**src/fib_config.svh**
```systemverilog
// FIB width settings
`ifndef FIB_CONFIG_SVH
`define FIB_CONFIG_SVH

// Prefix geometry
`define FIB_PREFIX_BYTES 8
`define FIB_PREFIX_W 64

// Length field and hash index widths
`define FIB_LEN_W 6
`define FIB_HASH_W 10

// Stream byte and SPI reply size
`define FIB_BYTE_W 8
`define FIB_TX_BYTES 17

`endif

```
**src/fib_pkg.sv**
```systemverilog
// FIB shared types
`default_nettype none
`include "fib_config.svh"

package fib_pkg;

    // Metadata byte as seen on the stream
    typedef struct packed {
        logic                  reserved;
        logic                  interest;
        logic [`FIB_LEN_W-1:0] length;
    } fib_meta_t;

    typedef logic [`FIB_PREFIX_W-1:0] fib_prefix_t;
    typedef logic [`FIB_HASH_W-1:0]   fib_hash_t;

    // Metadata plus prefix, PIT request and announce
    typedef struct packed {
        fib_meta_t   meta;
        fib_prefix_t prefix;
    } fib_req_t;

    // Bitmap address, length row then hash column
    typedef struct packed {
        logic [`FIB_LEN_W-1:0] length;
        fib_hash_t             hash;
    } fib_addr_t;

    // SPI reply in wire order
    typedef struct packed {
        fib_meta_t   meta;
        fib_prefix_t total;
        fib_prefix_t longest;
    } fib_reply_t;

    // Key at length L keeps bits below L only
    function automatic fib_prefix_t key_at_len(input fib_prefix_t prefix,
                                               input logic [`FIB_LEN_W-1:0] len);
        fib_prefix_t mask;
        mask = (fib_prefix_t'(1) << len) - fib_prefix_t'(1);
        return prefix & mask;
    endfunction

endpackage

`default_nettype wire

```
**src/prefix_hash.sv**
```systemverilog
// Prefix fold hash
`timescale 1ns/10ps
`default_nettype none
`include "fib_config.svh"

module prefix_hash (
    input  wire logic                clk,
    input  wire logic                rst,
    input  wire fib_pkg::fib_prefix_t key,
    output fib_pkg::fib_hash_t        hash
);

    // Full hash-wide slices, the leftover top bits fold in zero-extended
    localparam int SLICES = `FIB_PREFIX_W / `FIB_HASH_W;

    fib_pkg::fib_hash_t fold;

    always_comb begin
        fold = '0;
        for (int i = 0; i < SLICES; i++) begin
            fold = fold ^ key[i*`FIB_HASH_W +: `FIB_HASH_W];
        end
        // Bits 60 to 63
        fold = fold ^ fib_pkg::fib_hash_t'(key[`FIB_PREFIX_W-1:SLICES*`FIB_HASH_W]);
    end

    // One cycle of latency
    always_ff @(posedge clk or posedge rst) begin
        if (rst) begin
            hash <= '0;
        end else begin
            hash <= fold;
        end
    end

endmodule

`default_nettype wire

```
**src/interest_receiver.sv**
```systemverilog
// Interest packet receiver
`timescale 1ns/10ps
`default_nettype none
`include "fib_config.svh"

module interest_receiver (
    input  wire logic                   clk,
    input  wire logic                   rst,
    input  wire logic                   rx_valid,
    input  wire logic [`FIB_BYTE_W-1:0] rx_data,
    output fib_pkg::fib_req_t            pit_out,
    output logic                        prefix_ready,
    output logic                        learn_we,
    output fib_pkg::fib_addr_t           learn_addr
);

    localparam int CNT_W = $clog2(`FIB_PREFIX_BYTES + 1);

    logic [CNT_W-1:0]     byte_cnt;
    fib_pkg::fib_meta_t   meta_q;
    fib_pkg::fib_prefix_t prefix_sr;
    fib_pkg::fib_prefix_t key;
    fib_pkg::fib_hash_t   hash;
    logic                 learning;
    logic                 accept;
    logic                 last_byte;

    // Hash cycle, then write cycle; the stream is not taken meanwhile
    assign learning  = prefix_ready || learn_we;
    assign accept    = rx_valid && !learning;
    assign last_byte = accept && (byte_cnt == CNT_W'(`FIB_PREFIX_BYTES));

    // Byte 0 is metadata, 1 to 8 the prefix
    always_ff @(posedge clk or posedge rst) begin
        if (rst) begin
            byte_cnt     <= '0;
            prefix_ready <= 1'b0;
            learn_we     <= 1'b0;
        end else begin
            prefix_ready <= last_byte && meta_q.interest;
            learn_we     <= prefix_ready;
            if (accept) begin
                byte_cnt <= last_byte ? '0 : byte_cnt + 1'b1;
            end
        end
    end

    // Prefix arrives MSB first
    always_ff @(posedge clk) begin
        if (accept) begin
            if (byte_cnt == '0) begin
                meta_q <= fib_pkg::fib_meta_t'(rx_data);
            end else begin
                prefix_sr <= {prefix_sr[`FIB_PREFIX_W-`FIB_BYTE_W-1:0], rx_data};
            end
        end
        // Announce register holds until the next interest
        if (last_byte && meta_q.interest) begin
            pit_out.meta   <= meta_q;
            pit_out.prefix <= {prefix_sr[`FIB_PREFIX_W-`FIB_BYTE_W-1:0], rx_data};
        end
    end

    // Masked key goes in while prefix_ready is up
    assign key = fib_pkg::key_at_len(pit_out.prefix, pit_out.meta.length);

    prefix_hash u_hash (
        .clk  (clk),
        .rst  (rst),
        .key  (key),
        .hash (hash)
    );

    assign learn_addr.length = pit_out.meta.length;
    assign learn_addr.hash   = hash;

    a_ready_pulse: assert property (
        @(posedge clk) disable iff (rst) prefix_ready |=> !prefix_ready
    );

    // Sender has to leave a gap after each interest
    a_no_rx_while_learning: assert property (
        @(posedge clk) disable iff (rst) learning |-> !rx_valid
    );

endmodule

`default_nettype wire

```
**config.mk**
```make
export PLATFORM = sky130hd
export DESIGN_NAME = interest_receiver
export DESIGN_NICKNAME = d
export VERILOG_FILES = /design/src/fib_pkg.sv /design/src/prefix_hash.sv /design/src/interest_receiver.sv
export VERILOG_INCLUDE_DIRS = /design/src
export SDC_FILE = /design/constraint.sdc
export NUM_CORES = 1
export LEC_CHECK = 0
export BUFFER_PORTS_ARGS = -buffer_cell sky130_fd_sc_hd__buf_2
export CAP_MARGIN = 20
export CORE_ASPECT_RATIO = 1.75
export CORE_UTILIZATION = 40
export DETAILED_ROUTE_END_ITERATION = 6
export SYNTH_ARGS = -nofsm -noshare
export SYNTH_HDL_FRONTEND = slang
export SYNTH_SLANG_ARGS = --single-unit
```
**constraint.sdc**
```tcl
create_clock -name clk -period 4.4 [get_ports clk]
set_input_delay 1.32 -clock clk [delete_from_list [all_inputs] [get_ports clk]]
set_output_delay 1.32 -clock clk [all_outputs]
set_load 0.01 [all_outputs]
```
# Word level (Yosys, flattened, before mapping)
# Index checks and enable logic that the tools add are counted.
# classes
addsub,2
n_eq_ne,1
shifts,1
mux,1
bitwise,8
reduce_logical,8
# ops
cell,n
bitwise AND 64 bit,1
left shift 1 x 6 -> 64 bit (first input constant),1
subtractor 64 x 1 -> 64 bit (second input constant),1
bitwise XOR 10 bit,5
bitwise XOR 10 x 4 -> 10 bit,1
adder 4 x 1 -> 4 bit (second input constant),1
equality test 4 bit (second input constant),1
zero test 4 bit,1
2-to-1 mux 4 bit,1
AND reduction 2 bit,2
logical AND 1 bit,3
zero test 1 bit,1
logical OR 1 bit,1
NOT 1 bit,1
# word_totals
reg_bits,152
inputBits,11
output_inout_bits,90
word_cells,33

# Logic depth before layout (Yosys ltp)
# depth
depth_word,9
ltp_mapped,14
mapped_depth_nobuf,10

# Cells and area by module
# From an unflattened synthesis, not the netlist that was laid out.
# unflattened
cells_unflattened,501
hier_area_um2,6907.9
# by_module_without_submodules
mod,n_inst,cells_per_inst,area_per_inst_um2,seq_area_each_um2
interest_receiver,1,450,6110.9,4234.1
prefix_hash,1,51,797.0,250.2

# Least setup slack after synthesis
# No wires, ideal clock.
# synth_timing
path_kind,input to register
startpoint,input rx_valid
endpoint,"register prefix_sr[0], enable pin"
setup_time_ns,0.489
arrival_ns,4.126
setup_slack_ns,-0.214
cell_stages,2
n_path_buf,0
path_cell_list,nand2_1 > a21oi_1
# synth_between
elab_chain_len,2
# synth_rtl
item,line,text
"start, declared",interest_receiver.sv:9,"input wire logic rx_valid,"
logical AND 1 bit,interest_receiver.sv:30,assign accept = rx_valid && !learning;
AND reduction 2 bit (no source line),n/a,
"end signal, assigned",interest_receiver.sv:54,"prefix_sr <= {prefix_sr[`FIB_PREFIX_W-`FIB_BYTE_W-1:0], rx_data};"
"end, declared",interest_receiver.sv:21,fib_pkg::fib_prefix_t prefix_sr;
# Every way passes these cells.
# A chain may end at the register's enable or synchronous reset.

# Worst setup path in the final report
# layout_timing
startpoint,"register pit_out, in the netlist learn_addr[14]"
endpoint,register u_hash.hash[4]
# layout_between
elab_chain_len,9
# layout_rtl
item,line,text
"start, declared",interest_receiver.sv:11,"output fib_pkg::fib_req_t pit_out,"
left shift 1 x 6 -> 64 bit *,fib_pkg.sv:40,mask = (fib_prefix_t'(1) << len) - fib_prefix_t'(1);
subtractor 64 x 1 -> 64 bit *,fib_pkg.sv:40,
bitwise AND 64 bit *,fib_pkg.sv:41,return prefix & mask;
bitwise XOR 10 bit (4 in a row),prefix_hash.sv:21,fold = fold ^ key[i*`FIB_HASH_W +: `FIB_HASH_W];
bitwise XOR 10 bit *,prefix_hash.sv:21,
bitwise XOR 10 x 4 -> 10 bit *,prefix_hash.sv:24,fold = fold ^ fib_pkg::fib_hash_t'(key[`FIB_PREFIX_W-1:SLICES*`FIB_HASH_W]);
named net u_hash.fold[4],prefix_hash.sv:16,fib_pkg::fib_hash_t fold;
"end signal, assigned",prefix_hash.sv:32,hash <= fold;
"end, declared",prefix_hash.sv:10,output fib_pkg::fib_hash_t hash
# The timed path passes the listed nets; every way through them passes the cells marked *.

==> summary.md <==
| Metric | Value |
|---|---|
| Status | `completed` |
| Commonest non-fill, non-tap cell in the layout | `edfxtp_1` |
| Root Driver | `clkbuf_16` |
| Nets | `between 600 and 700` |
| Pre-Repair DR Iteration Count | `6` |
| Library cells used by synthesis | `72` |
| Drt drc | `0` |
| Antenna fix cells | `0` |
| Cells after Synth | `543` |
| Leak pwr | `~0.0030 uW` |
| Drt wl/cell | `around 24 um` |
| Worst Max-Slew Pin Slew | `about 830 ps` |
| Rows | `64` |
| P_sw | `approximately 1000 uW` |
| Max-slew violations | `0` |
| CTS tree | `done` |
| Cell Pwr Density | `464 nW/um2` |
| Setup Fix Bufs, Post-CTS | `0` |
| Final number of setup-violating endpoints | `0` |
| Initial DRC Count | `420` |
| Syn nets | `557` |
| Total track usage | `0.241` |
| Worst endpoint required time | `4700 ps` |
| Share of cells above drive strength 1 | `0.252` |
| Core area | `17500 um2` |
| Number of synthesized flops with an enable pin | `136` |
| Setup CP Type | `reg -> reg` |
| Port buffer count | `100` |
| Max Cap Violations | `0` |
| Area of the multi-input gates | `~2300 um2` |
| CTS clk-pin slew, worst paths | `~60 ps` |
| Resized Gates After CTS | `0` |
| Sequential Area | `4480 um2` |
| GPL Wtd Cong | `0.913` |
| # IOs | `101` |
| H-tree Lvls | `4` |
| CTS Hold Bufs | `0` |
| Final period util | `0.763` |
| Rel. slew slack | `0.443` |
| Switching Fraction | `0.269` |
| WL final | `21000 um` |
| Int Pwr | `2830 uW` |
| Worst Path Max Fanout | `10` |
| Crit path arrival time | `3660 ps` |
| Die Footprint | `18300 um2` |
| Die H | `178 um` |
| Final hold violation count | `0` |
| Clock Sinks | `152` |
| Setup TNS | `0 ps` |
| First-pass GRT wire length | `slightly above 30000 um` |
| Most frequent cells in the layout | `edfxtp_1 (136), buf_2 (100), nand2_1 (37)` |
| CP Capture Type | `register` |
| Synth Warn # | `0` |
| Final WS setup | `1040 ps` |
| Initial antenna violation count | `0` |
| Period minus WS final | `3360 ps` |
| Clock Power Share | `0.352` |
| Logic pwr share | `0.121` |
| DR vias | `4993` |
| Max Freq | `298 MHz` |
| Seq/Total Area, Yosys | `0.631` |
| Synth Flop Type | `edfxtp_1` |
| Netlist Area Pre-Place | `7110 um2` |
| Worst Clk Skew | `9.55 ps` |
| Antenna-violating nets left | `0` |
| Vias/cell | `roughly 5.7` |
| Die Width | `103 um` |
| Critical Path Start Type | `register` |
| Largest net degree at the start of global routing | `60` |
| Worst reg2reg path depth | `12` |
| GRT overflow | `0` |
| Vias in the first global route | `5041` |
| Layout filler cell count | `1687` |
| Hold Path Stages | `0` |
| Max Root-Sink Buffers | `2` |
| RSZ-0062 raised after global routing | `false` |
| Hold Crit Class | `reg -> reg` |
| Peak VDD IR | `310 uV` |
| Reg power frac | `0.527` |
| Synthesized flop and latch total | `152` |
| Pre-CTS worst setup slack | `approximately 1100 ps` |
| Initial Util | `0.407` |
| Avg Cell Area, Syn | `between 10 and 15 um2` |
| Total CTS buffers | `17` |
| Worst-Skew Late Latency | `430 ps` |
| Post-synthesis async set-or-reset flop share | `0.105` |
| Area Growth Syn to Fin | `17.2%` |
| Final HPWL DP | `15000 um` |
-- power groups by stage --
stage / Clock (uW) / Sequential [uW] / Combinational (uW)
final: 1360 / 2040 / 468
after global routing: 1440 / 2060 / 514
after CTS: 1380 / 2040 / 475
after detailed placement: 0 / 2070 / 473
after global placement: 0 / 2050 / 459
after floorplan: 0 / 2040 / 275
-- final timing paths --
kind / startpoint / to / slack, ps
worst max-delay path: learn_addr[14] / u_hash.hash[4] / 1040
worst min-delay path: prefix_ready / learn_we / 400
worst max register to register: learn_addr[14] / u_hash.hash[4] / 1040
worst min register to register: prefix_ready / learn_we / 400
max in group asynchronous: rst / u_hash.hash[3] / 2830
min in group asynchronous: rst / byte_cnt[2] / 1050
-- per-layer routing --
metal  track usage  vias up  wire length (um)
li1              -     2276                 -
met3        0.0435       45              1010
met5             0        -                 0
met4         0.126        0               944
met1         0.283     2468              7850
met2         0.413      204             11200
-- synthesized netlist by cell type (all sizes together), types with 7 or more instances --
cell / instances / area (um2)
o21ai: 36 / 180
edfxtp: 136 / 4080
dfrtp: 16 / 400
xor2: 7 / 61.3
buf: 38 / 241
nor2: 28 / 105
inv: 12 / 45.0
a32oi: 8 / 70.1
xnor3: 8 / 180
a21o: 7 / 52.6
nand4: 10 / 62.6
o221ai: 7 / 61.3
nand3: 19 / 95.1
a21oi: 16 / 80.1
xnor2: 23 / 201
nor3: 9 / 50.1
a31oi: 7 / 43.8
o211ai: 7 / 52.6
nand2: 38 / 145
-- stage by stage --
step / power, uW / cell area, um2 / instances / hold slack, ps / utilization
final: 3870 / 8340 / 878 / 401 / 0.477
after detailed placement: 2540 / 7790 / 846 / 388 / 0.446
after global placement: 2510 / 7790 / 846 / 380 / 0.446
after CTS: 3900 / 8340 / 878 / 402 / 0.477
after global routing: 4010 / 8340 / 878 / 414 / 0.477
after floorplan: 2310 / 7120 / 543 / 400 / -
-- final cells by class --
| cell class | count | share of cell area |
|---|---|---|
| clock inverters | 12 | 0.0111 |
| clock buffers | 20 | 0.0548 |
| inverters | 13 | 0.00585 |
| well taps | 231 | 0.0347 |
| flip-flops and latches | 152 | 0.538 |
| multi-input cells | 334 | 0.280 |
| repair buffers | 116 | 0.0760 |
-- critical path, stage by stage, from the launching register on --
cell and delay [ps]:
edfxtp_1 400, or3_1 570, nor2_1 270, nand2_1 90, ha_1 320, buf_4 210, o21a_1 160, nor2_1 160
buf_4 170, a221oi_1 50, o221ai_1 250, xor2_1 170, xnor3_1 390
-- state kept, by name, indices dropped and copies added (netlist names) --
register / flops
byte_cnt: 4
learn_addr: 6
pit_out: 66
prefix_ready: 1
meta_q: 8
learn_we: 1
u_hash.hash: 10
prefix_sr: 56
-- cell families (layout without fill, tap and decap cells) --
kind of cell             Yosys count  count (layout)  share of synthesized area
multiplexers                       3               3                    0.00440
XOR/XNOR                          38              38                     0.0623
AND/OR/NAND/NOR                  152             152                      0.118
AO/OA/AOI/OAI                    138             138                      0.136
flip-flops                       152             152                      0.631
buffers and inverters             57             161                     0.0440
adder cells (fa/ha/maj)            3               3                    0.00528
Power figures use the tool's default switching activity.
