**config.mk**
```make
export PLATFORM = sky130hd
export DESIGN_NAME = lpm_lookup
export DESIGN_NICKNAME = d
export VERILOG_FILES = /design/src/fib_pkg.sv /design/src/prefix_hash.sv /design/src/lpm_lookup.sv
export VERILOG_INCLUDE_DIRS = /design/src
export SDC_FILE = /design/constraint.sdc
export NUM_CORES = 1
export LEC_CHECK = 0
export BUFFER_PORTS_ARGS = -buffer_cell sky130_fd_sc_hd__buf_2
export CAP_MARGIN = 20
export CORE_ASPECT_RATIO = 1.4
export CORE_MARGIN = 4
export CORE_UTILIZATION = 45
export CTS_CLUSTER_DIAMETER = 30
export DETAILED_ROUTE_END_ITERATION = 12
export PLACE_DENSITY_LB_ADDON = 0.2
export SYNTH_ARGS = -nofsm -noshare
export SYNTH_HDL_FRONTEND = slang
export SYNTH_SLANG_ARGS = --single-unit
```
**constraint.sdc**
```tcl
create_clock -name clk -period 19 [get_ports clk]
set_input_delay 2.85 -clock clk [delete_from_list [all_inputs] [get_ports clk]]
set_output_delay 2.85 -clock clk [all_outputs]
set_load 0.01 [all_outputs]
```
**src/fib_config.svh**
```systemverilog
// FIB width settings
`ifndef FIB_CONFIG_SVH
`define FIB_CONFIG_SVH

// Prefix geometry
`define FIB_PREFIX_BYTES 8
`define FIB_PREFIX_W 64

// Length field and hash index widths
`define FIB_LEN_W 6
`define FIB_HASH_W 10

// Stream byte and SPI reply size
`define FIB_BYTE_W 8
`define FIB_TX_BYTES 17

`endif

```
**src/fib_pkg.sv**
```systemverilog
// FIB shared types
`default_nettype none
`include "fib_config.svh"

package fib_pkg;

    // Metadata byte as seen on the stream
    typedef struct packed {
        logic                  reserved;
        logic                  interest;
        logic [`FIB_LEN_W-1:0] length;
    } fib_meta_t;

    typedef logic [`FIB_PREFIX_W-1:0] fib_prefix_t;
    typedef logic [`FIB_HASH_W-1:0]   fib_hash_t;

    // Metadata plus prefix, PIT request and announce
    typedef struct packed {
        fib_meta_t   meta;
        fib_prefix_t prefix;
    } fib_req_t;

    // Bitmap address, length row then hash column
    typedef struct packed {
        logic [`FIB_LEN_W-1:0] length;
        fib_hash_t             hash;
    } fib_addr_t;

    // SPI reply in wire order
    typedef struct packed {
        fib_meta_t   meta;
        fib_prefix_t total;
        fib_prefix_t longest;
    } fib_reply_t;

    // Key at length L keeps bits below L only
    function automatic fib_prefix_t key_at_len(input fib_prefix_t prefix,
                                               input logic [`FIB_LEN_W-1:0] len);
        fib_prefix_t mask;
        mask = (fib_prefix_t'(1) << len) - fib_prefix_t'(1);
        return prefix & mask;
    endfunction

endpackage

`default_nettype wire

```
**src/prefix_hash.sv**
```systemverilog
// Prefix fold hash
`timescale 1ns/10ps
`default_nettype none
`include "fib_config.svh"

module prefix_hash (
    input  wire logic                clk,
    input  wire logic                rst,
    input  wire fib_pkg::fib_prefix_t key,
    output fib_pkg::fib_hash_t        hash
);

    // Full hash-wide slices, the leftover top bits fold in zero-extended
    localparam int SLICES = `FIB_PREFIX_W / `FIB_HASH_W;

    fib_pkg::fib_hash_t fold;

    always_comb begin
        fold = '0;
        for (int i = 0; i < SLICES; i++) begin
            fold = fold ^ key[i*`FIB_HASH_W +: `FIB_HASH_W];
        end
        // Bits 60 to 63
        fold = fold ^ fib_pkg::fib_hash_t'(key[`FIB_PREFIX_W-1:SLICES*`FIB_HASH_W]);
    end

    // One cycle of latency
    always_ff @(posedge clk or posedge rst) begin
        if (rst) begin
            hash <= '0;
        end else begin
            hash <= fold;
        end
    end

endmodule

`default_nettype wire

```
**src/lpm_lookup.sv**
```systemverilog
// Longest prefix search
`timescale 1ns/10ps
`default_nettype none
`include "fib_config.svh"

module lpm_lookup (
    input  wire logic              clk,
    input  wire logic              rst,
    input  wire logic              fib_out,
    input  wire fib_pkg::fib_req_t  pit_in,
    input  wire logic              tx_busy,
    output fib_pkg::fib_addr_t      probe_addr,
    input  wire logic              probe_hit,
    output logic                   reply_valid,
    output fib_pkg::fib_reply_t     reply
);

    typedef enum logic [1:0] {
        ST_IDLE,
        ST_HASH,
        ST_CHECK
    } state_t;

    state_t                state;
    fib_pkg::fib_meta_t    meta_q;
    fib_pkg::fib_prefix_t  prefix_q;
    logic [`FIB_LEN_W-1:0] len_q;
    fib_pkg::fib_prefix_t  key;
    fib_pkg::fib_hash_t    hash;
    logic                  start;
    logic                  found;

    // Requests during a search or a transmission are dropped
    assign start = (state == ST_IDLE) && fib_out && !tx_busy && !reply_valid;
    // Stop on a hit or once length 0 has been probed
    assign found = (state == ST_CHECK) && (probe_hit || len_q == '0);

    assign key = fib_pkg::key_at_len(prefix_q, len_q);

    prefix_hash u_hash (
        .clk  (clk),
        .rst  (rst),
        .key  (key),
        .hash (hash)
    );

    assign probe_addr.length = len_q;
    assign probe_addr.hash   = hash;

    // Two cycles per probed length
    always_ff @(posedge clk or posedge rst) begin
        if (rst) begin
            state       <= ST_IDLE;
            len_q       <= '0;
            reply_valid <= 1'b0;
        end else begin
            reply_valid <= found;
            case (state)
                ST_IDLE: begin
                    if (start) begin
                        len_q <= pit_in.meta.length;
                        state <= ST_HASH;
                    end
                end
                ST_HASH: state <= ST_CHECK;
                ST_CHECK: begin
                    if (found) begin
                        state <= ST_IDLE;
                    end else begin
                        // Drop one bit and try again
                        len_q <= len_q - 1'b1;
                        state <= ST_HASH;
                    end
                end
                default: state <= ST_IDLE;
            endcase
        end
    end

    always_ff @(posedge clk) begin
        if (start) begin
            meta_q   <= pit_in.meta;
            prefix_q <= pit_in.prefix;
        end
        if (found) begin
            reply.meta    <= meta_q;
            reply.total   <= prefix_q;
            reply.longest <= key;
        end
    end

    // Transmitter must be free whenever a reply comes out
    a_reply_not_busy: assert property (
        @(posedge clk) disable iff (rst) !(reply_valid && tx_busy)
    );

endmodule

`default_nettype wire

```
Word level (Yosys, flattened, before mapping):

Index checks and enable logic that the tools add are counted.

* bitwise operators: 7
* shift operators: 1
* eq/ne operators: 4
* mux-type cells: 6
* reduce and logical (&&, ||, !) cells: 11
* add/subtract/negate cells: 2

Operators with widths (count)
* $and A64 B64 Y64: 1
* $shl A1 B6 Y64 const A: 1
* $sub A64 B1 Y64 const B: 1
* $xor A10 B10 Y10: 5
* $mux W6: 2
* $pmux W6 S2: 1
* $xor A10 B4 Y10: 1
* $logic_not A6 Y1: 1
* $pmux W2 S3: 1
* $sub A6 B1 Y6 const B: 1
* $logic_and A1 B1 Y1: 4
* $ne A2 B2 Y1 const B: 2
* $reduce_and A3 Y1: 1
* $eq A2 B1 Y1 const B: 1
* $eq A2 B2 Y1 const B: 1
* $logic_not A1 Y1: 2
* $logic_not A2 Y1: 1
* $mux W2: 1
* $reduce_bool A2 Y1: 1
* $logic_or A1 B1 Y1: 1
* $mux W1: 1

* logic and storage cells: 44
* register bits after elaboration: 227
* input port bits: 77
* output and inout bits: 153

Logic depth before layout (Yosys ltp):

* word-level depth: 9
* depth in mapped cells: 15

Hierarchy:

From an unflattened synthesis, not the netlist that was laid out.

* cells, all modules: 720
* area, all modules: 9992.1 sq um

Modules (own cells, without submodules)
* lpm_lookup: area an instance 9195.1 sq um, seq. area each 6471.2 sq um, instances 1, cells each 669
* prefix_hash: area an instance 797.0 sq um, seq. area each 250.2 sq um, instances 1, cells each 51

Worst setup path before layout:

No wires, ideal clock.

* kind: input-to-reg
* start: input port tx_busy
* end: register len_q[2]
* slack: 7753 ps
* cell stages on the path: 5
* arrival: 11113 ps
* setup time: 134 ps
* buffers on the path: 1
* path through: nor4_1 a21oi_1 clkbuf_1 o21ai_0 o21ai_0

* word-level cells in the longest chain between the ends: 5

Ends and longest elaborated chain
* start: declaration: line lpm_lookup.sv:11 `input wire logic tx_busy,`
* $logic_not A1 Y1: line lpm_lookup.sv:34 `assign start = (state == ST_IDLE) && fib_out && !tx_busy && !reply_valid;`
* $logic_and A1 B1 Y1 (2 in a row): line lpm_lookup.sv:34
* $ne A2 B2 Y1 (no source line)
* $reduce_and A3 Y1 (no source line)
* end signal: assignment: line lpm_lookup.sv:61 `len_q <= pit_in.meta.length;`
* end signal: assignment: line lpm_lookup.sv:71 `len_q <= len_q - 1'b1;`
* end: declaration: line lpm_lookup.sv:27 `` logic [`FIB_LEN_W-1:0] len_q; ``

No other way between the ends.
A chain may end at the register's enable or synchronous reset.

Worst setup path after layout:

* start: register len_q[5]
* end: output port probe_addr[15] (netlist bit)

RTL lines
* end: declaration: line lpm_lookup.sv:12 `output fib_pkg::fib_addr_t probe_addr,`

No word-level cell between the ends.

==> impl_metrics.env <==
export IMPL_peakVddDrop_v=0.0001086
export IMPL_min_to="reply[130]$_DFFE_PP_"
export IMPL_crit_slowest_cell="dfrtp_1"
export IMPL_rows=65
export IMPL_synth_seq_cells=227
export IMPL_rsz0062_at_grt="false"
export IMPL_cts_setup_buffers=0
export IMPL_area_growth_syn_to_layout_pct=25.10
export IMPL_initial_core_util=0.4566
export IMPL_critPathKind="flip-flop to output port"
export IMPL_drtIter0Drc=712
export IMPL_nets=1037
export IMPL_antenna_found_initial=0
export IMPL_final_setup_skew_ns=0.01419
export IMPL_cts_path_max_buffers=3
export IMPL_r2r_cells=13
export IMPL_hold_path_class="flip-flop to flip-flop"
export IMPL_maxSlewHeadroom=0.2475
export IMPL_synth_edf_count=208
export IMPL_async_reset_ff_frac=0.08370
export IMPL_coreArea_um2=22450
export IMPL_dieArea_um2=25290
export IMPL_finalSetupViolCount=0
export IMPL_cts_htree_levels=2
export IMPL_synthCells=721
export IMPL_vias=7118
export IMPL_min_path_cells=0
export IMPL_io_buffers=229
export IMPL_worstReg2RegStart="len_q[0]$_DFFE_PP0P_"
export IMPL_tightest_slew_ns=1.126
export IMPL_drt_wl_total_um=28840
export IMPL_grt_first_pass_wirelength_um=43370
export IMPL_slew_viol_final=0
export IMPL_track_usage=0.2252
export IMPL_cts_sinks=227
export IMPL_syn_nets=804
export IMPL_numCtsBuffers=34
export IMPL_dp_hpwl_um=20230
export IMPL_outcome="finished, final reports clean"
export IMPL_synth_warnings=0
export IMPL_cts_hold_buf=0
export IMPL_endpoint_kind="output port"
export IMPL_crit_arrival_ns=1.85
export IMPL_ys_dominant_reg_cell="edfxtp_1"
export IMPL_crit_family="flip-flops"
export IMPL_place_congestion=0.9095
export IMPL_r2r_slack_ns=14.76
export IMPL_layout_setup_ws_ns=14.30
export IMPL_die_h_um=186.6
export IMPL_gr_total_overflow=0
export IMPL_tns_ns=0
export IMPL_max_stage_delay_ns=1.07
export IMPL_timing_fmax_ghz=0.2128
export IMPL_power_density_nw_per_um2=198.8
export IMPL_ant_nets=0
export IMPL_clkTransAtPathRegs_ns=0.06
export IMPL_grt_max_degree=74
export IMPL_post_cts_resized=0
export IMPL_viasPerCell=5.561
export IMPL_hold_start="meta_q[2]$_DFFE_PP_"
export IMPL_n_antenna_cell=0
export IMPL_synth_seq_area_share=0.6558
export IMPL_worst_path_buf_inv=1
export IMPL_path_max_fanout=28
export IMPL_syn_avg_cell_area_um2=14.22
export IMPL_seq_area_um2=6721
export IMPL_wl_per_cell_um=22.53
export IMPL_cts_root_buffer="clkbuf_16"
export IMPL_nFillCells=1860
export IMPL_power_leakage_nw=4.908
export IMPL_multiInputGateArea_um2=3236
export IMPL_period_minus_slack_ns=4.698
export IMPL_first_global_vias=7282
export IMPL_die_w_um=135.6
export IMPL_ys_types=93
export IMPL_crit_required_ns=16.15
export IMPL_path_cells="buf_2"
export IMPL_insertion_delay_ns=0.49
export IMPL_detailedPlace_worstSlack_ns=14.04
export IMPL_r2r_end="u_hash.hash[6]$_DFF_PP0_"
export IMPL_power_mw=2.550
export IMPL_startpoint_type="flip-flop"
export IMPL_maxCapViolCount=0
export IMPL_final_layout_size_suffix_gt1_frac=0.3504
export IMPL_drt_pass1_iterations=6
export IMPL_min_period_over_period=0.2473
export IMPL_drc=0
export IMPL_cts_tree="built"
export IMPL_hold_violations=0
export IMPL_synth_area_um2=10250
export IMPL_ios=230
[metal layers]
| metal | vias to the layer above | part of all wire | track usage |
|---|---|---|---|
| li1 | 3245 | - | - |
| met1 | 3444 | 0.39 | 0.2861 |
| met2 | 363 | 0.51 | 0.3804 |
| met3 | 66 | 0.066 | 0.03937 |
| met4 | 0 | 0.039 | 0.09232 |
| met5 | - | 0 | 0 |
[registers in the layout (all words and copies together), names as in the netlist]
register	count
reply	136
u_hash.hash	10
prefix_q	64
len_q	6
state	2
reply_valid	1
meta_q	8
[final cells by class]
type	instances	area share
Tap cell	301	0.02937
Multi-Input combinational cell	436	0.2523
Sequential cell	227	0.5242
Clock buffer	37	0.06967
Timing Repair Buffer	242	0.09699
Clock inverter	24	0.02361
Inverter	13	0.003806
[logic make-up after synthesis]
kind of cell,share of synthesized area
buffers and inverters,0.02991
multiplexers,0.009033
XOR/XNOR,0.06067
AND/OR/NAND/NOR,0.1040
AO/OA/AOI/OAI,0.1333
adder cells (fa/ha/maj),0.007324
flip-flops,0.6558
[placed cells by master, fill, tap and decap left out, drive strengths merged, types with 4 or more instances in the layout]
cell     synthesis  final
xor2            11     11
nor2b            7      7
bufinv           0      4
nand2b           6      6
nand3           21     21
mux2i            7      7
nand2           41     41
nor4             4      4
edfxtp         208    208
xnor2           23     23
nand4           12     12
dfrtp           19     19
ha               6      6
a31oi            8      8
clkinv           0     10
a22oi            4      4
a2111oi          5      5
or2              4      4
nor2            39     39
a211oi          10     10
a21boi          14     14
buf             29    242
and3             9      9
xnor3           13     13
o21a            23     23
o22ai            6      6
and2            10     10
o21ai           41     41
clkbuf          16     37
nor3            18     18
a211o            4      4
a21oi           36     36
inv             13     22
[cells in the mapped netlist, drive strengths merged (14+ instances only)]
| master | number | area (um2) |
|---|---|---|
| o21a | 23 | 173.9 |
| o21ai | 41 | 212.7 |
| a21oi | 36 | 195.2 |
| dfrtp | 19 | 475.5 |
| nand2 | 41 | 153.9 |
| clkbuf | 16 | 61.30 |
| edfxtp | 208 | 6246 |
| nand3 | 21 | 110.1 |
| a21boi | 14 | 112.6 |
| nor2 | 39 | 148.9 |
| buf | 29 | 196.4 |
| xnor2 | 23 | 209.0 |
| nor3 | 18 | 105.1 |
[where the power goes]
group          internal [mW]  switching (mW)  leakage (nW)
Clock                  0.405           0.232         0.585
Combinational          0.469           0.712          2.18
Sequential             0.680          0.0519          2.14
[how the worst max path moves through the flow]
| stage | start | to | slack, ns | cells after the start |
|---|---|---|---|---|
| floorplan | tx_busy | len_q[2]$_DFFE_PP0P_ | 7.75 | 5 |
| global placement | tx_busy | len_q[4]$_DFFE_PP0P_ | 14.15 | 6 |
| detailed placement | tx_busy | len_q[3]$_DFFE_PP0P_ | 14.04 | 6 |
| CTS | len_q[5]$_DFFE_PP0P_ | probe_addr[15] | 14.31 | 1 |
| global route | len_q[4]$_DFFE_PP0P_ | probe_addr[14] | 14.23 | 1 |
| finish | len_q[5]$_DFFE_PP0P_ | probe_addr[15] | 14.30 | 1 |
[through the flow]
stage / util / hold WS, ns / cell area, um2 / instances
after floorplan: - / 0.4003 / 10250 / 721
after global routing: 0.5712 / 0.4232 / 12820 / 1280
after global placement: 0.5179 / 0.4011 / 11630 / 1219
final: 0.5712 / 0.4115 / 12820 / 1280
after detailed placement: 0.5179 / 0.4045 / 11630 / 1219
after CTS: 0.5712 / 0.4130 / 12820 / 1280
(Power assumes the default switching activity.)
