==> src/fib_config.svh <==
// FIB width settings
`ifndef FIB_CONFIG_SVH
`define FIB_CONFIG_SVH

// Prefix geometry
`define FIB_PREFIX_BYTES 8
`define FIB_PREFIX_W 64

// Length field and hash index widths
`define FIB_LEN_W 6
`define FIB_HASH_W 10

// Stream byte and SPI reply size
`define FIB_BYTE_W 8
`define FIB_TX_BYTES 17

`endif

==> src/fib_pkg.sv <==
// FIB shared types
`default_nettype none
`include "fib_config.svh"

package fib_pkg;

    // Metadata byte as seen on the stream
    typedef struct packed {
        logic                  reserved;
        logic                  interest;
        logic [`FIB_LEN_W-1:0] length;
    } fib_meta_t;

    typedef logic [`FIB_PREFIX_W-1:0] fib_prefix_t;
    typedef logic [`FIB_HASH_W-1:0]   fib_hash_t;

    // Metadata plus prefix, PIT request and announce
    typedef struct packed {
        fib_meta_t   meta;
        fib_prefix_t prefix;
    } fib_req_t;

    // Bitmap address, length row then hash column
    typedef struct packed {
        logic [`FIB_LEN_W-1:0] length;
        fib_hash_t             hash;
    } fib_addr_t;

    // SPI reply in wire order
    typedef struct packed {
        fib_meta_t   meta;
        fib_prefix_t total;
        fib_prefix_t longest;
    } fib_reply_t;

    // Key at length L keeps bits below L only
    function automatic fib_prefix_t key_at_len(input fib_prefix_t prefix,
                                               input logic [`FIB_LEN_W-1:0] len);
        fib_prefix_t mask;
        mask = (fib_prefix_t'(1) << len) - fib_prefix_t'(1);
        return prefix & mask;
    endfunction

endpackage

`default_nettype wire

==> src/spi_packet_tx.sv <==
// SPI reply serializer
`timescale 1ns/10ps
`default_nettype none
`include "fib_config.svh"

module spi_packet_tx (
    input  wire logic                 clk,
    input  wire logic                 rst,
    input  wire logic                 reply_valid,
    input  wire fib_pkg::fib_reply_t   reply,
    output logic                      tx_busy,
    output logic                      spi_flag,
    output logic [`FIB_BYTE_W-1:0]    spi_data
);

    localparam int CNT_W   = $clog2(`FIB_TX_BYTES + 1);
    localparam int REPLY_W = `FIB_TX_BYTES * `FIB_BYTE_W;

    logic [CNT_W-1:0]   bytes_left;
    logic [REPLY_W-1:0] shift_q;

    // Flag cycle, then the bytes back to back
    always_ff @(posedge clk or posedge rst) begin
        if (rst) begin
            spi_flag   <= 1'b0;
            bytes_left <= '0;
        end else begin
            spi_flag <= reply_valid;
            if (reply_valid) begin
                bytes_left <= CNT_W'(`FIB_TX_BYTES);
            end else if (bytes_left != '0) begin
                bytes_left <= bytes_left - 1'b1;
            end
        end
    end

    // Metadata first, then total and longest prefix, MSB first
    always_ff @(posedge clk) begin
        if (reply_valid) begin
            shift_q <= reply;
        end else if (bytes_left != '0) begin
            spi_data <= shift_q[REPLY_W-1 -: `FIB_BYTE_W];
            shift_q  <= shift_q << `FIB_BYTE_W;
        end
    end

    // Drops while the last byte is on the bus
    assign tx_busy = (bytes_left != '0);

endmodule

`default_nettype wire

==> config.mk <==
export PLATFORM = sky130hd
export DESIGN_NAME = spi_packet_tx
export DESIGN_NICKNAME = d
export VERILOG_FILES = /design/src/fib_pkg.sv /design/src/spi_packet_tx.sv
export VERILOG_INCLUDE_DIRS = /design/src
export SDC_FILE = /design/constraint.sdc
export NUM_CORES = 1
export LEC_CHECK = 0
export ABC_AREA = 0
export BUFFER_PORTS_ARGS = -buffer_cell sky130_fd_sc_hd__clkbuf_2
export CORE_MARGIN = 5
export CORE_UTILIZATION = 53
export DETAILED_ROUTE_END_ITERATION = 8
export GPL_ROUTABILITY_DRIVEN = 0
export PLACE_DENSITY_LB_ADDON = 0.25
export SETUP_SLACK_MARGIN = 0.1
export SLEW_MARGIN = 30
export SYNTH_ARGS = -nofsm -noshare
export SYNTH_HDL_FRONTEND = slang
export SYNTH_SLANG_ARGS = --single-unit
==> constraint.sdc <==
create_clock -name clk -period 5 [get_ports clk]
set_input_delay 1.5 -clock clk [delete_from_list [all_inputs] [get_ports clk]]
set_output_delay 1.5 -clock clk [all_outputs]
set_load 0.02 [all_outputs]
== Yosys cells after proc, flatten, opt, wreduce, memory -nomap -nowiden ==
Index checks and enable logic that the tools add are counted.

* Register bits: 150
* Input port bits: 139
* Output and inout bits: 10

* $add $sub $neg: 1
* Multiplexer cells: 4
* Bitwise gates (word level): 1
* Reduce and logical (&&, ||, !) cells: 3

{| class="wikitable"
|+ Operators by type and width
! operator !! number
|-
| $mux W136 || 2
|-
| $mux W5 || 2
|-
| $reduce_bool A5 Y1 || 1
|-
| $sub A5 B1 Y5 const B || 1
|-
| $reduce_and A2 Y1 || 1
|-
| $reduce_bool A2 Y1 || 1
|-
| $not A1 Y1 || 1
|}

== Depth between registers and ports, before layout ==
Gate-level depths: netlist of run 1.

* Depth in word-level cells: 3
* Depth in mapped cells: 6

== Worst setup path after synthesis of run 1 ==
Ideal clock, no wire load.

* Path type: input port to flip-flop
* Start: input reply_valid
* End: register shift_q[0], enable pin
* Setup time: 0.505 ns
* Data arrival time: 4.998 ns
* Path slack: -0.503 ns
* Stages: 4
* Buffers on the path: 3
* Cell sequence: buf_2 -> buf_2 -> buf_2 -> or2_1

* Word-level cells in the longest chain between the ends: 1

{| class="wikitable"
|+ RTL lines
! what !! line !! RTL
|-
| start: declaration || spi_packet_tx.sv:9 || <nowiki>input wire logic reply_valid,</nowiki>
|-
| $reduce_bool A2 Y1 (no source line) || -- ||
|-
| end signal: assignment || spi_packet_tx.sv:40 || <nowiki>shift_q <= reply;</nowiki>
|-
| end signal: assignment || spi_packet_tx.sv:43 || <nowiki>shift_q <= shift_q << `FIB_BYTE_W;</nowiki>
|-
| end: declaration || spi_packet_tx.sv:20 || <nowiki>logic [REPLY_W-1:0] shift_q;</nowiki>
|}

Every way passes these cells.
A chain may end at the register's enable or synchronous reset.

== Worst setup path in the final report of run 1 ==
* Start: register bytes_left[0]
* End: output tx_busy

* Word-level cells in the longest chain between the ends: 1

{| class="wikitable"
|+ RTL lines
! what !! line !! RTL
|-
| start: declaration || spi_packet_tx.sv:19 || <nowiki>logic [CNT_W-1:0] bytes_left;</nowiki>
|-
| start signal: assignment || spi_packet_tx.sv:30 || <nowiki>bytes_left <= CNT_W'(`FIB_TX_BYTES);</nowiki>
|-
| start signal: assignment || spi_packet_tx.sv:32 || <nowiki>bytes_left <= bytes_left - 1'b1;</nowiki>
|-
| $reduce_bool A5 Y1 || spi_packet_tx.sv:48 || <nowiki>assign tx_busy = (bytes_left != '0);</nowiki>
|-
| end: declaration || spi_packet_tx.sv:11 || <nowiki>output logic tx_busy,</nowiki>
|}

Every way passes these cells.

==> results.txt, run 1 <==
Status -> finished clean
Insertion delay to the later sink of the worst-skew pair -> 400 ps
Setup Buffers After CTS -> 0
Via density -> 5.16
RSZ-0062 raised after global routing -> no
Final hold vios -> 0
Die Y -> 118 um
Most frequent cells in the layout -> clkbuf_2 (147), edfxtp_1 (144), mux2_2 (128)
Ports -> 149
Antenna diode count -> 0
#FFs+latches synth -> 150
Worst-path clk slew -> 60 ps
Clock tree buffer depth -> 2
Fraction of layout cells with a size suffix above 1 -> 63.1%
Drt total wl -> 10.5 mm
Initial drt markers -> 162
Crit path time final -> 3400 ps
Htree depth -> 4
CP Data Arrival Time -> 1900 ps
Final worst-path cycle share -> 68.0%
Layout area overhead -> 22.9%
Final setup fails -> 0
Via count -> 3,273
CP bufs+invs -> 2
Die area -> 13,900 um2
Syn_area_per_cell -> 19.0 um2
Initial antenna violation count -> 0
Synthesized area -> 6190 um2
Worst Path Required -> 3500 ps
Number of global-route vias before repair -> 3,584
Slew HR -> 43.2%
Highest Clock Rate -> 294 MHz
Hpwl dp -> 7.25 mm
Initial core utilization -> 54.2%
PnR worst setup slack -> 1600 ps
Largest net degree at the start of global routing -> 90
Post-route insts no fill -> 634
Clock Power Share -> 38.1%
Psw -> 0.000622 W
Compound-Gate Fraction of Synth Area -> 0.566%
Fill cells -> 817
Distinct cells, synth -> 20
CP max FO -> 6
Drt first pass iters -> 4
P_leak -> 3.08 nW
Switch share -> 20.6%
Port Buf Inserts -> 148
VDD IR-drop max -> 0.227 mV
Critical Path, Cell by Cell -> inv_1, ha_1, or4b_1, clkbuf_2
Sequential area share after synthesis -> 72.3%
Placeable Area -> 11,400 um2
Adder-cell share of the synthesized area -> 0.202%
Combinational family with the most area after synthesis -> multiplexers
Max_cap viols -> 0
Post-CTS sizing -> 0
Clk sink count -> 150
Simple-gate share of the synthesized area -> 1.96%
Internal power -> 0.00240 W
Yosys warns -> 0
DRC Markers -> 0
Post-Synth XOR/XNOR Area -> 0.141%
FP Rows -> 39
Global-route wire length before repair -> 17.2 mm
Final setup TNS -> 0 ps
# hold bufs at CTS -> 0
Slew Limit Fails -> 0
Pwr/cell area -> 397 nW/um2
CTS tree -> built
Die W -> 118 um
CTS root buffer -> clkbuf_16
Worst Max-Slew Pin Slew -> 851 ps
Grt total ovfl -> 0
NumNets Final -> 618
Drt wl/cell -> 16.6 um
TritonCTS Buffers -> 17
Cells after Synth -> 325
Critical Path Sink Type -> output port
Skew final -> 6.91 ps
Comb pwr share -> 8.7%
Antenna Nets Post-Route -> 0
Hold crit path type -> reg2reg
Crit-path max cell delay -> 600 ps
Crit Path Class -> reg2out
Mux contribution to synthesized area -> 23.3%
Slowest CP cell -> or4b_1
Sequential share of power -> 53.1%
Commonest non-fill, non-tap cell in the layout -> clkbuf_2
Post-Syn Nets -> 465
GRT Overall Usage -> 15.7%
Pwr Total -> 0.00302 W
Top delay family on crit path -> simple AND/OR/NAND/NOR gates
CP Launch Type -> flop
Placed Cells -> 602
Dpl ws -> 1410 ps
per-stage QoR:
step	hold WS (ps)	area [um2]	util, %
after floorplan	400	6190	-
after global placement	402	7070	61.9
after detailed placement	411	7070	61.9
after CTS	429	7610	66.6
after global routing	437	7610	66.6
final	429	7610	66.6
area by class of cell:
type	instances	area, um2	area share, %
clock inverter	13	109	1.43
multi-input combinational	155	1620	21.3
tap	143	179	2.35
inverter	3	11.3	0.148
timing repair buffer	151	782	10.3
sequential	150	4470	58.8
clock buffer	19	433	5.69
cells by family after synthesis:
family	after synthesis
flops	150
mux	128
buf+inv	20
simple gates	20
compound gates	5
xor+xnor	1
fa+ha+maj	1
synthesized netlist by cell type (all sizes together):
library cell,number,area [um2]
buf,17,85.1
or3,2,12.5
a21oi,3,15.0
a21o,1,7.51
xnor2,1,8.76
a211oi,1,12.5
or4b,1,10.0
or2,1,6.26
nand2b,1,6.26
ha,1,12.5
mux2,128,1440
edfxtp,144,4320
nand3b,1,7.51
nor2,2,7.51
dfrtp,6,150
or2b,1,7.51
inv,3,11.3
and2,8,50.1
nand2,2,7.51
nor2b,1,6.26
power groups by stage:
stage          Combinational (W)  Sequential (W)  Clock (W)
2_1_floorplan           0.000170         0.00163          0
3_3_place_gp            0.000259         0.00163          0
3_5_place_dp            0.000267         0.00164          0
4_1_cts                 0.000270         0.00161    0.00117
5_1_grt                 0.000292         0.00162    0.00123
6_report                0.000264         0.00161    0.00115
sequential cells by signal, indices dropped and copies added, names as in the netlist:
signal,flops
bytes_left,5
shift_q,136
spi_data,8
spi_flag,1
worst paths after layout:
| check | startpoint | endpoint | slack [ps] | cells after the start |
|---|---|---|---|---|
| setup reg to reg | bytes_left[0]$_DFFE_PP0P_ | shift_q[110]$_DFFE_PP_ | 2560 | 5 |
| min in group asynchronous | rst | spi_flag$_DFF_PP0_ | 980 | 2 |
| hold reg to reg | shift_q[135]$_DFFE_PP_ | spi_data[7]$_DFFE_PP_ | 430 | 0 |
| max in group asynchronous | rst | bytes_left[0]$_DFFE_PP0P_ | 3830 | 2 |
| setup / recovery | bytes_left[0]$_DFFE_PP0P_ | tx_busy | 1600 | 4 |
| hold / removal | shift_q[135]$_DFFE_PP_ | spi_data[7]$_DFFE_PP_ | 430 | 0 |
per-layer routing:
metal / share of wire [%] / global-route usage (%) / vias up
met5: 0 / 0 / -
met3: 9.6 / 7.06 / 7
met1: 41 / 18.7 / 1575
met4: 0.94 / 5.81 / 0
li1: - / - / 1569
met2: 49 / 25.1 / 122
No activity file was read; power rests on OpenSTA's default activity.
==> run 2, diff against run 1 <==
- clock period: 5 -> 3.29 ns (I/O delays scaled with it)
==> run 2 against run 1 <==
Compared with the run above: clock power up 52%; global-route usage down 0.18 points; cell count up 0.63%.
==> results.txt, run 2 (synthesis results as in run 1) <==
Fraction of layout cells with a size suffix above 1 -> 63.4%
Setup Buffers After CTS -> 0
Initial drt markers -> 184
DRC Markers -> 0
P_leak -> 3.13 nW
VDD IR-drop max -> 0.336 mV
Slew HR -> 37.9%
Highest Clock Rate -> 348 MHz
Worst Max-Slew Pin Slew -> 931 ps
Via count -> 3,271
CP Data Arrival Time -> 1890 ps
Crit Path Class -> reg2out
Via density -> 5.13
Final worst-path cycle share -> 87.4%
Hold crit path type -> reg2reg
Htree depth -> 4
Placeable Area -> 11,400 um2
Crit path time final -> 2870 ps
Multi-input logic area -> 1620 um2
CTS root buffer -> clkbuf_16
Grt total ovfl -> 0
Final setup fails -> 0
Critical Path, Cell by Cell -> inv_1, ha_1, or4b_1, clkbuf_2
Antenna diode count -> 0
GRT Overall Usage -> 15.5%
CP Launch Type -> flop
Die W -> 118 um
Final Util -> 67.2%
Pwr/cell area -> 599 nW/um2
Port Buf Inserts -> 148
# hold bufs at CTS -> 0
Worst Path Required -> 2300 ps
Drt total wl -> 10.6 mm
Skew final -> 6.30 ps
Post-CTS sizing -> 0
Slowest CP cell -> or4b_1
Initial antenna violation count -> 0
Number of global-route vias before repair -> 3,538
RSZ-0062 raised after global routing -> no
Slew Limit Fails -> 0
Ports -> 149
Hpwl dp -> 7.52 mm
FP Rows -> 39
CP max FO -> 6
Critical Path Sink Type -> output port
Worst-path clk slew -> 60 ps
Most frequent cells in the layout -> clkbuf_2 (147), edfxtp_1 (144), mux2_2 (128)
Commonest non-fill, non-tap cell in the layout -> clkbuf_2
Status -> finished clean
Antenna Nets Post-Route -> 0
Crit-path max cell delay -> 590 ps
CTS tree -> built
Insertion delay to the later sink of the worst-skew pair -> 400 ps
Number of flip-flops in the largest register -> 136
Drt wl/cell -> 16.6 um
NumNets Final -> 622
Final setup TNS -> 0 ps
Largest Register -> shift_q
Largest net degree at the start of global routing -> 76
Drt first pass iters -> 4
Fill cells -> 822
Layout area overhead -> 24.0%
TritonCTS Buffers -> 17
Top Registers -> shift_q: 136 flops, spi_data: 8 flops, bytes_left: 5 flops
Final hold vios -> 0
Die Y -> 118 um
Storage cell area -> 4470 um2
Clock tree buffer depth -> 2
Initial core utilization -> 54.2%
Global-route wire length before repair -> 17.1 mm
Max_cap viols -> 0
Clk sink count -> 150
Die area -> 13,900 um2
==> run 2: changes by cell type in the layout (fill, tap and decap cells not counted) <==
| cell | delta |
|---|---|
| buf_12 | +3 |
| clkinv_4 | +2 |
| clkinvlp_4 | -3 |
| buf_4 | +1 |
| clkinv_2 | +1 |
==> run 2: through the flow <==
step | setup WS [ps] | area [um2] | hold WS [ps] | std cells | total power (W)
6_report | 415 | 7680 | 418 | 638 | 0.00460
5_1_grt | 341 | 7680 | 426 | 638 | 0.00480
4_1_cts | 397 | 7680 | 420 | 638 | 0.00466
3_5_place_dp | 832 | 7140 | 406 | 606 | 0.00290
3_3_place_gp | 886 | 7140 | 402 | 606 | 0.00287
2_1_floorplan | 345 | 6190 | 400 | 325 | 0.00273
==> run 2: power breakdown <==
| group | total, W | switching (W) | leakage (nW) | internal, W |
|---|---|---|---|---|
| logic | 0.000404 | 0.000160 | 1.26 | 0.000244 |
| registers | 0.00244 | 0.0000659 | 1.60 | 0.00238 |
| clock network | 0.00175 | 0.000716 | 0.264 | 0.00103 |
==> run 2: layout make-up <==
| class | instances | area share, % |
|---|---|---|
| Sequential cell | 150 | 58.3 |
| Clock inverter | 13 | 1.42 |
| Tap cell | 143 | 2.33 |
| Inverter | 3 | 0.147 |
| Timing Repair Buffer | 155 | 11.1 |
| Multi-Input combinational cell | 155 | 21.1 |
| Clock buffer | 19 | 5.64 |
==> run 2: layer usage <==
layer / track usage, % / part of all wire [%] / vias up
met5: 0 / 0 / -
met1: 19.1 / 41 / 1578
met4: 5.38 / 0.78 / 0
li1: - / - / 1578
met3: 7.06 / 9.7 / 7
met2: 24.2 / 49 / 108
==> run 2: final timing paths <==
path | slack [ps] | cells after the start | startpoint | end
hold / removal | 420 | 0 | shift_q[128]$_DFFE_PP_ | spi_data[0]$_DFFE_PP_
max in group asynchronous | 2620 | 2 | rst | bytes_left[3]$_DFFE_PP0P_
setup / recovery | 420 | 4 | bytes_left[0]$_DFFE_PP0P_ | tx_busy
min in group asynchronous | 480 | 2 | rst | bytes_left[1]$_DFFE_PP0P_
setup reg to reg | 1080 | 5 | bytes_left[0]$_DFFE_PP0P_ | shift_q[102]$_DFFE_PP_
hold reg to reg | 420 | 0 | shift_q[128]$_DFFE_PP_ | spi_data[0]$_DFFE_PP_
==> run 2: critical path, delay by kind of cell (launching register included) <==
family	cells	cell delay, ps
and+or+nand+nor	1	590
adders and majority gates	1	210
buffers and inverters	2	290
DFF	1	400
